[config.mk]
export PLATFORM = sky130hd
export DESIGN_NAME = cpu_on_board
export DESIGN_NICKNAME = d
export VERILOG_FILES = /design/src/common/board_pkg.sv /design/src/fetch/instr_fetch.sv /design/src/design/instr_queue.sv /design/src/execute/led_executor.sv /design/src/design/cpu_on_board.sv
export SDC_FILE = /design/constraint.sdc
export NUM_CORES = 1
export LEC_CHECK = 0
export ABC_AREA = 0
export ABC_CLOCK_PERIOD_IN_PS = 2910
export BUFFER_PORTS_ARGS = -buffer_cell sky130_fd_sc_hd__buf_2
export CAP_MARGIN = 20
export CORE_AREA = 2 2 180 182
export CTS_CLUSTER_SIZE = 30
export DETAILED_ROUTE_END_ITERATION = 16
export DIE_AREA = 0 0 182 184
export PLACE_DENSITY = 0.49
export RECOVER_POWER = 50
export SETUP_SLACK_MARGIN = 0.15
export SLEW_MARGIN = 20
export SYNTH_ARGS = -nofsm -noshare
export SYNTH_HDL_FRONTEND = slang
export SYNTH_HIERARCHICAL = 1
export SYNTH_SLANG_ARGS = --single-unit
[constraint.sdc]
create_clock -name clk_in -period 2.91 [get_ports clk_in]
set_input_delay 0.4365 -clock clk_in [delete_from_list [all_inputs] [get_ports clk_in]]
set_output_delay 0.4365 -clock clk_in [all_outputs]
set_load 0.02 [all_outputs]
[src/bench/program.hex]
// one word per line, little endian bytes
// columns: imm, jump target word, unused, opcode
@00
5A 00 00 01 // w0 show 5a
30 00 00 02 // w1 add 30
90 00 00 02 // w2 add 90, wraps
FF 00 00 03 // w3 xor ff
77 00 00 00 // w4 no-op
00 0C 00 04 // w5 jump forward to w12
EE 00 00 01 // w6 skipped
55 00 00 03 // w7 skipped
11 00 00 02 // w8 skipped
3C 00 00 01 // w9 show 3c, backward target
7E 00 00 A5 // w10 no-op
00 14 00 04 // w11 jump forward to w20
0F 00 00 03 // w12 xor 0f
C8 00 00 02 // w13 add c8
00 09 00 04 // w14 jump backward to w9
99 00 00 01 // w15 skipped
42 00 00 03 // w16 skipped
// tail of the program at w20
@50
81 00 00 03 // w20 xor 81
10 00 00 10 // w21 no-op
FF 00 00 02 // w22 add ff
00 00 00 0F // w23 halt
00 00 00 01 // w24 never executed
FF 00 00 03 // w25 never executed

[src/common/board_pkg.sv]
`default_nettype none

package board_pkg;

    // instruction word size
    localparam int word_width = 32;
    localparam int word_bytes = word_width / 8;

    // unified byte memory, 64 words
    localparam int mem_bytes  = 256;
    localparam int addr_width = 8;

    // first byte address fetched out of reset
    localparam logic [addr_width-1:0] start_addr = '0;

    // program image loaded into the fetch memory
    localparam string prog_file = "/design/src/bench/program.hex";

    // jump target is a word index, byte address is four times it
    localparam int word_idx_width = addr_width - 2;

    // instruction queue geometry
    localparam int queue_depth     = 4;
    localparam int queue_ptr_width = $clog2(queue_depth);
    localparam int queue_cnt_width = $clog2(queue_depth + 1);

    // one step per second on a 50 MHz board clock
    localparam int step_cycles_board = 50_000_000;

    // word layout, byte lanes in the 32-bit instruction
    // byte 3 opcode, byte 1 jump target, byte 0 immediate
    // byte 2 unused
    localparam int op_lsb     = 24;
    localparam int target_lsb = 8;
    localparam int imm_lsb    = 0;

    // opcodes in byte 3
    // anything else is a no-op, heartbeat only
    typedef enum logic [7:0] {
        op_show = 8'h01,
        op_add  = 8'h02,
        op_xor  = 8'h03,
        op_jump = 8'h04,
        op_halt = 8'h0F
    } opcode_t;

endpackage

`default_nettype wire

[src/fetch/instr_fetch.sv]
`default_nettype none
`timescale 1ns/1ps

module instr_fetch (
    input  logic                             clk_in,
    input  logic                             KEY0,
    input  logic                             redirect,
    input  logic [board_pkg::addr_width-1:0] redirect_addr,
    output logic                             fetch_valid,
    output logic [board_pkg::word_width-1:0] fetch_word,
    input  logic                             fetch_ready
);
    import board_pkg::*;

    // unified byte memory, read only here
    logic [7:0] mem [0:mem_bytes-1];

    // byte address of the next word to load
    logic [addr_width-1:0] pc;

    // byte lanes of the word at pc
    logic [addr_width-1:0] addr_b1;
    logic [addr_width-1:0] addr_b2;
    logic [addr_width-1:0] addr_b3;
    logic [word_width-1:0] word_at_pc;

    // load a new word into the output register
    logic load_word;

    initial begin
        $readmemh(prog_file, mem);
    end

    // addresses stay addr_width wide so they wrap at mem_bytes
    assign addr_b1 = pc + addr_width'(1);
    assign addr_b2 = pc + addr_width'(2);
    assign addr_b3 = pc + addr_width'(3);

    // little endian, byte 0 at the lowest address
    assign word_at_pc = {mem[addr_b3], mem[addr_b2], mem[addr_b1], mem[pc]};

    // slot is free when empty or being taken this cycle
    // redirect wins and throws away whatever was on offer
    assign load_word = !redirect && (!fetch_valid || fetch_ready);

    // pc and valid flag
    always_ff @(posedge clk_in or negedge KEY0) begin
        if (!KEY0) begin
            pc          <= start_addr;
            fetch_valid <= 1'b0;
        end else if (redirect) begin
            // bubble of one cycle, next word loads from the new pc
            pc          <= redirect_addr;
            fetch_valid <= 1'b0;
        end else if (load_word) begin
            pc          <= pc + addr_width'(word_bytes);
            fetch_valid <= 1'b1;
        end
    end

    // offered word, held while back-pressured
    always_ff @(posedge clk_in) begin
        if (load_word) begin
            fetch_word <= word_at_pc;
        end
    end

endmodule

`default_nettype wire

[src/design/instr_queue.sv]
`default_nettype none
`timescale 1ns/1ps

module instr_queue (
    input  logic                             clk_in,
    input  logic                             KEY0,
    input  logic                             flush,
    input  logic                             push_valid,
    input  logic [board_pkg::word_width-1:0] push_word,
    output logic                             push_ready,
    output logic                             pop_valid,
    output logic [board_pkg::word_width-1:0] pop_word,
    input  logic                             pop_ready
);
    import board_pkg::*;

    // circular word storage
    logic [word_width-1:0] slots [0:queue_depth-1];

    logic [queue_ptr_width-1:0] wr_ptr;
    logic [queue_ptr_width-1:0] rd_ptr;
    logic [queue_cnt_width-1:0] count;

    logic do_push;
    logic do_pop;

    // pointer step with wrap at queue_depth
    function automatic logic [queue_ptr_width-1:0] ptr_next(
        input logic [queue_ptr_width-1:0] ptr
    );
        if (ptr == queue_ptr_width'(queue_depth - 1)) begin
            ptr_next = '0;
        end else begin
            ptr_next = ptr + 1'b1;
        end
    endfunction

    // ready drops only when full
    assign push_ready = (count != queue_cnt_width'(queue_depth));
    assign pop_valid  = (count != '0);
    assign pop_word   = slots[rd_ptr];

    assign do_push = push_valid && push_ready;
    assign do_pop  = pop_valid && pop_ready;

    // pointers and fill level
    always_ff @(posedge clk_in or negedge KEY0) begin
        if (!KEY0) begin
            wr_ptr <= '0;
            rd_ptr <= '0;
            count  <= '0;
        end else if (flush) begin
            // flush beats any push in the same cycle
            wr_ptr <= '0;
            rd_ptr <= '0;
            count  <= '0;
        end else begin
            if (do_push) begin
                wr_ptr <= ptr_next(wr_ptr);
            end
            if (do_pop) begin
                rd_ptr <= ptr_next(rd_ptr);
            end
            // push and pop together leave the count alone
            case ({do_push, do_pop})
                2'b10:   count <= count + 1'b1;
                2'b01:   count <= count - 1'b1;
                default: count <= count;
            endcase
        end
    end

    // storage write
    always_ff @(posedge clk_in) begin
        if (do_push && !flush) begin
            slots[wr_ptr] <= push_word;
        end
    end

endmodule

`default_nettype wire

[src/execute/led_executor.sv]
`default_nettype none
`timescale 1ns/1ps

module led_executor #(
    parameter int step_cycles = board_pkg::step_cycles_board
) (
    input  logic                             clk_in,
    input  logic                             KEY0,
    input  logic                             instr_valid,
    input  logic [board_pkg::word_width-1:0] instr_word,
    output logic                             instr_ready,
    output logic                             redirect,
    output logic [board_pkg::addr_width-1:0] redirect_addr,
    output logic [7:0]                       ledg,
    output logic                             ledr0,
    output logic                             halted
);
    import board_pkg::*;

    // pace counter runs 0 .. step_cycles-1
    localparam int pace_width = (step_cycles > 1) ? $clog2(step_cycles) : 1;
    localparam logic [pace_width-1:0] pace_last = pace_width'(step_cycles - 1);

    logic [pace_width-1:0] pace_cnt;
    logic                  step;
    logic                  consume;

    // decoded fields
    opcode_t                   opcode;
    logic [7:0]                imm;
    logic [word_idx_width-1:0] target;

    // one-cycle step enable instead of a slow derived clock
    assign step = (pace_cnt == pace_last);

    // no take while the jump flush is in progress
    assign instr_ready = step && !halted && !redirect;
    assign consume     = instr_valid && instr_ready;

    assign opcode = opcode_t'(instr_word[op_lsb +: 8]);
    assign imm    = instr_word[imm_lsb +: 8];
    assign target = instr_word[target_lsb +: word_idx_width];

    // free running pace, not disturbed by jumps
    always_ff @(posedge clk_in or negedge KEY0) begin
        if (!KEY0) begin
            pace_cnt <= '0;
        end else if (step) begin
            pace_cnt <= '0;
        end else begin
            pace_cnt <= pace_cnt + 1'b1;
        end
    end

    // LED state, heartbeat, halt and redirect pulse
    always_ff @(posedge clk_in or negedge KEY0) begin
        if (!KEY0) begin
            ledg     <= 8'h00;
            ledr0    <= 1'b0;
            halted   <= 1'b0;
            redirect <= 1'b0;
        end else begin
            // redirect is a single cycle pulse
            redirect <= 1'b0;
            if (consume) begin
                // heartbeat on every consumed word
                ledr0 <= ~ledr0;
                case (opcode)
                    op_show: ledg     <= imm;
                    // 8-bit wraparound
                    op_add:  ledg     <= ledg + imm;
                    op_xor:  ledg     <= ledg ^ imm;
                    op_jump: redirect <= 1'b1;
                    // sticky until reset
                    op_halt: halted   <= 1'b1;
                    default: ledg     <= ledg;
                endcase
            end
        end
    end

    // jump target as a byte address, valid with redirect
    always_ff @(posedge clk_in) begin
        if (consume && opcode == op_jump) begin
            redirect_addr <= {target, 2'b00};
        end
    end

endmodule

`default_nettype wire

[src/design/cpu_on_board.sv]
`default_nettype none
`timescale 1ns/1ps

module cpu_on_board #(
    parameter int step_cycles = board_pkg::step_cycles_board
) (
    input  logic       clk_in,
    input  logic       KEY0,
    output logic [7:0] ledg,
    output logic       ledr0,
    output logic       halted
);
    import board_pkg::*;

    // fetch to queue handshake
    logic                  fetch_valid;
    logic                  fetch_ready;
    logic [word_width-1:0] fetch_word;

    // queue to executor handshake
    logic                  instr_valid;
    logic                  instr_ready;
    logic [word_width-1:0] instr_word;

    // jump path back to fetch and queue
    logic                  redirect;
    logic [addr_width-1:0] redirect_addr;

    instr_fetch instr_fetch_inst (
        .clk_in        (clk_in),
        .KEY0          (KEY0),
        .redirect      (redirect),
        .redirect_addr (redirect_addr),
        .fetch_valid   (fetch_valid),
        .fetch_word    (fetch_word),
        .fetch_ready   (fetch_ready)
    );

    // same redirect pulse empties the queue
    instr_queue instr_queue_inst (
        .clk_in     (clk_in),
        .KEY0       (KEY0),
        .flush      (redirect),
        .push_valid (fetch_valid),
        .push_word  (fetch_word),
        .push_ready (fetch_ready),
        .pop_valid  (instr_valid),
        .pop_word   (instr_word),
        .pop_ready  (instr_ready)
    );

    led_executor #(
        .step_cycles (step_cycles)
    ) led_executor_inst (
        .clk_in        (clk_in),
        .KEY0          (KEY0),
        .instr_valid   (instr_valid),
        .instr_word    (instr_word),
        .instr_ready   (instr_ready),
        .redirect      (redirect),
        .redirect_addr (redirect_addr),
        .ledg          (ledg),
        .ledr0         (ledr0),
        .halted        (halted)
    );

endmodule

`default_nettype wire

==> impl_metrics.csv, run 1 <==
group,metric,value,unit
status,outcome,"finished clean",
detailed_routing,wl_per_cell,11.5,µm
detailed_routing,ant_nets,0,
detailed_routing,drc,0,
clock_network,root_buffer,"clkbuf_16",
clock_network,max-clock-path-buffers,2,
timing,whs,0.408,ns
timing,setup_viol,0,
worst_setup_path,crit_required,3.13,ns
global_route,grt_pass1_vias,2830,
detailed_routing,vias,2879,
flow_run,maxCapViolCount,0,
worst_setup_path,crit_buf_inv,0,
timing,finalCriticalPeriod,2.65,ns
clock_network,clk_pin_slew_worst_paths,0.08,ns
worst_setup_path,crit_type,"register to register",
worst_setup_path,cpPeakStageDelay,0.57,ns
timing,min_period_over_period,91.1,%
detailed_routing,routed_wl,9360,µm
placed_design,dp_slack,0.163,ns
timing,clock.fmax,0.377,GHz
timing,finalClockSkew,0.0142,ns
detailed_routing,first_pass_iters,4,
timing,setup_slack,0.260,ns
worst_setup_path,path_cells,"or4b_4, nor4_4, nand3_2, nor3_4, o31ai_4, nor2b_2, fa_1, o311a_1, a21oi_1, nor3_1",
floorplan,die_w,182,µm
final_layout,final_nets,427,
final_layout,n_antenna_cell,0,
global_route,grt_overflow,0,
timing,rsz0062_at_grt,"true",
global_route,grt_pass1_wl,15300,µm
synthesis,ys_warn_count,6,
placed_design,io_buffer_count,11,
placed_design,dp_cells,798,
timing,fin_setup_tns,0,ns
worst_setup_path,end_kind,"register",
placed_design,dpl.hpwl,6200,µm
timing,maxSlewHeadroom,18.8,%
synthesis,synthesis.area,0.00515,mm²
clock_network,htreeDepth,3,
min_path,hp-class,"primary input to asynchronous set/reset pin",
pwr,leakage,2.25,nW
global_route,antenna_found_initial,0,
clock_network,clkLatencyLatePin,0.36,ns
floorplan,die_area,0.0335,mm²
detailed_routing,via_per_inst,3.52,
pwr,power_density,494,mW/mm²
global_route,grt_usage,5.89,%
timing,worst_pin_slew,1.22,ns
final_layout,drive_above_1_share,16.9,%
pwr,ir_drop,0.267,mV
global_route,grt_max_degree,46,
timing,slew_violations,0,
pwr,power,3.00,mW
synthesis,avgSynthCellArea,13.5,µm²
worst_setup_path,cp_max_fo,3,
clock_network,clkSinkCount,109,
clock_network,cts_hold_buf,0,
final_layout,final_cells,817,
placed_design,gp_congestion,0.693,
synthesis,synthCells,383,
worst_setup_path,cpMaxStageDelayCell,"or4b_4",
clock_network,cts_tree,"yes",
floorplan,ioPinCount,12,
final_layout,syn_to_final_growth,17.7,%
worst_setup_path,worst_setup_path_start_kind,"register",
floorplan,initial_core_util,16.4,%
worst_setup_path,cp.arrival,2.87,ns
worst_setup_path,crit_family,"simple AND/OR/NAND/NOR gates",
floorplan,die_h,184,µm
floorplan,core,0.0314,mm²
floorplan,num_rows,65,
detailed_routing,drt_iter0_drc,137,
clock_network,numCtsBuffers,9,
timing,hold_violations,0,
==> power by group <==
part / internal [mW] / total, mW / switching, mW / leakage, nW
clock network: 0.708 / 1.34 / 0.627 / 0.162
registers: 1.64 / 1.64 / 0 / 1.18
logic: 0.000873 / 0.0236 / 0.0227 / 0.910
total: 2.35 / 3.00 / 0.650 / 2.25
==> area by class of cell <==
| cell class | count | area [µm²] |
|---|---|---|
| fillers | 3387 | 25300 |
| inverters | 5 | 18.8 |
| multi-input cells | 250 | 1940 |
| clock inverters | 7 | 105 |
| repair buffers | 35 | 218 |
| well taps | 402 | 503 |
| clock buffers | 9 | 225 |
| flip-flops and latches | 109 | 3050 |
==> state kept, by name, summed over array words and instances (netlist names) <==
name and flops:
instr_queue_inst/count 3, led_executor_inst/halted 1, led_executor_inst/ledr0 1, instr_queue_inst/slots 64
led_executor_inst/redirect 1, instr_fetch_inst/fetch_valid 1, led_executor_inst/pace_cnt 26, led_executor_inst/ledg 8
instr_queue_inst/rd_ptr 2, instr_queue_inst/wr_ptr 2
==> what timing repair did <==
action                                  4_1_cts  5_1_grt
gates resized for setup                       1        9
pin swaps                                     0        4
endpoints found under the setup margin        1        5
buffers inserted                              0        3
==> final timing paths <==
check,end,slack (ns),from,cells past startpoint
max,instr_queue_inst/count[1]$_DFFE_PN0P_,0.26,led_executor_inst/pace_cnt[8]$_DFF_PN0_,10
min,led_executor_inst/pace_cnt[7]$_DFF_PN0_,0.41,KEY0,2
max reg2reg,instr_queue_inst/count[1]$_DFFE_PN0P_,0.26,led_executor_inst/pace_cnt[8]$_DFF_PN0_,10
min reg2reg,led_executor_inst/ledr0$_DFFE_PN0P_,0.47,led_executor_inst/ledr0$_DFFE_PN0P_,1
max in group asynchronous,instr_queue_inst/rd_ptr[0]$_DFFE_PN0P_,1.68,KEY0,2
min in group clk_in,led_executor_inst/ledr0$_DFFE_PN0P_,0.47,led_executor_inst/ledr0$_DFFE_PN0P_,1
==> per-stage QoR <==
step	utilization, %	cell area [µm²]
after global routing	19.3	6060
after detailed placement	18.1	5690
after floorplan	-	5210
after CTS	19.2	6030
final	19.3	6060
after global placement	18.1	5690
==> layer usage <==
layer	up-vias	global-route usage, %	routed length, µm
met5	-	0	0
met4	0	1.84	95
li1	1428	-	-
met2	19	9.37	4350
met3	10	1.84	258
met1	1422	7.64	4660
==> layout by cell type (no fill, tap or decap), types with 2 or more instances in the layout <==
cell and n:
clkbuf_1 14, dfrtp_1 44, a21oi_1 13, nand2b_1 2
edfxtp_1 64, and3_1 5, nor2b_1 5, nand3_1 20
conb_1 16, xor2_1 17, nor3_1 4, or3_1 3
and2_1 3, o21ai_1 4, clkbuf_16 9, o311a_1 2
nand2_1 25, o21ai_2 3, fa_1 2, and4_1 4
nand3b_1 3, mux4_2 16, nor2_1 32, buf_4 18
mux2i_1 5, nand4_1 3, o21bai_1 2, ha_1 13
a21o_1 3, xnor2_1 14, nor4_1 3, o21ai_0 4
inv_1 5, inv_8 3
No activity file was read; power rests on OpenSTA's default activity.
==> run 2, diff against run 1 <==
--- a/config.mk
+++ b/config.mk
@@ -13,6 +13,7 @@
 export CTS_CLUSTER_SIZE = 30
 export DETAILED_ROUTE_END_ITERATION = 16
 export DIE_AREA = 0 0 182 184
+export GPL_TIMING_DRIVEN = 0
 export PLACE_DENSITY = 0.49
 export RECOVER_POWER = 50
 export SETUP_SLACK_MARGIN = 0.15
==> run 2 against run 1 <==
  * Clock skew down 0.0031 ns
  * Cell area grew 3.7%
  * Sequential share of layout area down 1.8 points
  * Via count increased by 2.7%
  * Die area did not move
  * Largest cell class unchanged
  * Largest power group unchanged
==> impl_metrics.csv, run 2 (synthesized netlist as in run 1, its figures left out) <==
group,metric,value,unit
detailed_routing,routed_wl,9590,µm
detailed_routing,drt_iter0_drc,125,
detailed_routing,drc,0,
final_layout,n_antenna_cell,0,
timing,finalCriticalPeriod,2.72,ns
clock_network,cts_tree,"yes",
clock_network,clkSinkCount,109,
worst_setup_path,rrSetupSlack,0.19,ns
detailed_routing,vias,2957,
worst_setup_path,worstReg2RegStart,"instr_queue_inst/rd_ptr[0]$_DFFE_PN0P_",
clock_network,htreeDepth,3,
flow_run,maxCapViolCount,0,
timing,rsz0062_at_grt,"true",
worst_setup_path,crit_required,3.16,ns
final_layout,seqCellArea,0.00305,mm²
timing,maxSlewHeadroom,20.7,%
floorplan,initial_core_util,16.4,%
worst_setup_path,cp-endpoint,"led_executor_inst/ledg[6]$_DFFE_PN0P_",
timing,finalClockSkew,0.0111,ns
final_layout,n_fill_cell,3380,
final_layout,top_regs,"instr_queue_inst/slots: 64 flops, led_executor_inst/pace_cnt: 26 flops, led_executor_inst/ledg: 8 flops",
final_layout,final_cell_mix,"edfxtp_1 (64), dfrtp_1 (45), buf_4 (35)",
worst_setup_path,worst_setup_path_start_kind,"register",
clock_network,cts_hold_buf,0,
worst_setup_path,crit_type,"register to register",
floorplan,num_rows,65,
worst_setup_path,reg2reg_depth,11,
timing,min_period_over_period,93.5,%
pwr,power_density,466,mW/mm²
clock_network,clk_pin_slew_worst_paths,0.08,ns
clock_network,clkLatencyLatePin,0.35,ns
clock_network,max-clock-path-buffers,2,
pwr,ir_drop,0.246,mV
final_layout,multi_input_area,0.00198,mm²
final_layout,largest_reg_flops,64,
pwr,leakage,2.39,nW
timing,hold_violations,0,
detailed_routing,via_per_inst,3.50,
timing,clock.fmax,0.367,GHz
global_route,antenna_found_initial,0,
worst_setup_path,end_kind,"register",
timing,slew_violations,0,
timing,worst_pin_slew,1.19,ns
min_path,hp-class,"primary input to asynchronous set/reset pin",
final_layout,final_nets,454,
worst_setup_path,cp-startpoint,"instr_queue_inst/rd_ptr[0]$_DFFE_PN0P_",
placed_design,dp_slack,-0.239,ns
timing,setup_viol,0,
floorplan,core,0.0314,mm²
global_route,grt_pass1_vias,2984,
floorplan,die_area,0.0335,mm²
timing,setup_slack,0.188,ns
global_route,grt_max_degree,46,
floorplan,die_w,182,µm
global_route,grt_pass1_wl,15700,µm
pwr,power,2.93,mW
final_layout,regMostFlops,"instr_queue_inst/slots",
worst_setup_path,cp.arrival,2.97,ns
global_route,grt_overflow,0,
status,outcome,"finished clean",
final_layout,drive_above_1_share,22.4,%
detailed_routing,first_pass_iters,6,
placed_design,dpl.hpwl,6330,µm
clock_network,root_buffer,"clkbuf_16",
worst_setup_path,r2r-end,"led_executor_inst/ledg[6]$_DFFE_PN0P_",
final_layout,syn_to_final_growth,22.0,%
global_route,grt_usage,6.15,%
detailed_routing,ant_nets,0,
floorplan,die_h,184,µm
clock_network,numCtsBuffers,9,
placed_design,io_buffer_count,11,
placed_design,gp_congestion,0.710,
worst_setup_path,cp_max_fo,9,
final_layout,final_common_cell,"edfxtp_1",
detailed_routing,wl_per_cell,11.4,µm
floorplan,ioPinCount,12,
-- run 2: cell types whose count changed in the layout (fill, tap and decap cells not counted), sizes merged --
cell,change
clkbuf,+5
clkinv,+1
inv,-1
bufinv,-1
buf,+23
-- run 2: what timing repair did --
item,4_1_cts,5_1_grt
gates cloned,0,0
gates resized for setup,15,9
endpoints found under the setup margin,10,9
buffers inserted,8,9
pin swaps,8,5
-- run 2: through the flow --
stage | instances | instance area (µm²) | utilization [%] | hold slack [ns] | TNS (ns)
2_1_floorplan | 398 | 5210 | - | 0.141 | 0
3_3_place_gp | 811 | 5770 | 18.4 | 0.451 | -1.42
3_5_place_dp | 811 | 5770 | 18.4 | 0.453 | -1.14
4_1_cts | 835 | 6210 | 19.8 | 0.305 | 0
5_1_grt | 844 | 6290 | 20.0 | 0.404 | 0
6_report | 844 | 6290 | 20.0 | 0.312 | 0
-- run 2: worst min-delay path by stage --
stage	end	slack, ns	depth (start not counted)
after detailed placement	led_executor_inst/ledr0$_DFFE_PN0P_	0.45	1
after global placement	led_executor_inst/ledr0$_DFFE_PN0P_	0.45	1
after floorplan	instr_fetch_inst/fetch_valid$_DFFE_PN0P_	0.14	0
after global routing	led_executor_inst/pace_cnt[16]$_DFF_PN0_	0.40	1
after CTS	led_executor_inst/pace_cnt[16]$_DFF_PN0_	0.30	1
final	led_executor_inst/pace_cnt[16]$_DFF_PN0_	0.31	1
-- run 2: layout make-up --
cell class	count	area share, %
Sequential cell	109	48.5
Multi-Input combinational cell	250	31.5
Tap cell	402	8.00
Buffer	34	4.12
Clock buffer	10	3.80
Timing Repair Buffer	28	2.71
Clock inverter	6	1.15
Inverter	5	0.298
-- run 2: power breakdown --
part,total [mW],internal (mW),switching [mW],leakage (nW)
sequential,1.64,1.64,0,1.18
combinational,0.0391,0.0143,0.0248,1.06
clock,1.25,0.638,0.616,0.153
total,2.93,2.29,0.641,2.39
-- run 2: worst max-delay path, stage by stage, from the launching register on --
cell	delay, ns
dfrtp_1	0.38
buf_6	0.13
buf_12	0.12
mux4_2	0.56
ha_4	0.19
fa_2	0.33
a21o_1	0.20
a21oi_2	0.17
o221ai_2	0.11
xor2_1	0.16
mux2i_1	0.19
o21ai_2	0.06
-- run 2: layer usage --
metal  GRT usage, %  wire [µm]
met1           7.69       4570
met2           10.0       4530
met3           1.96        335
met4           2.13        150
met5              0          0
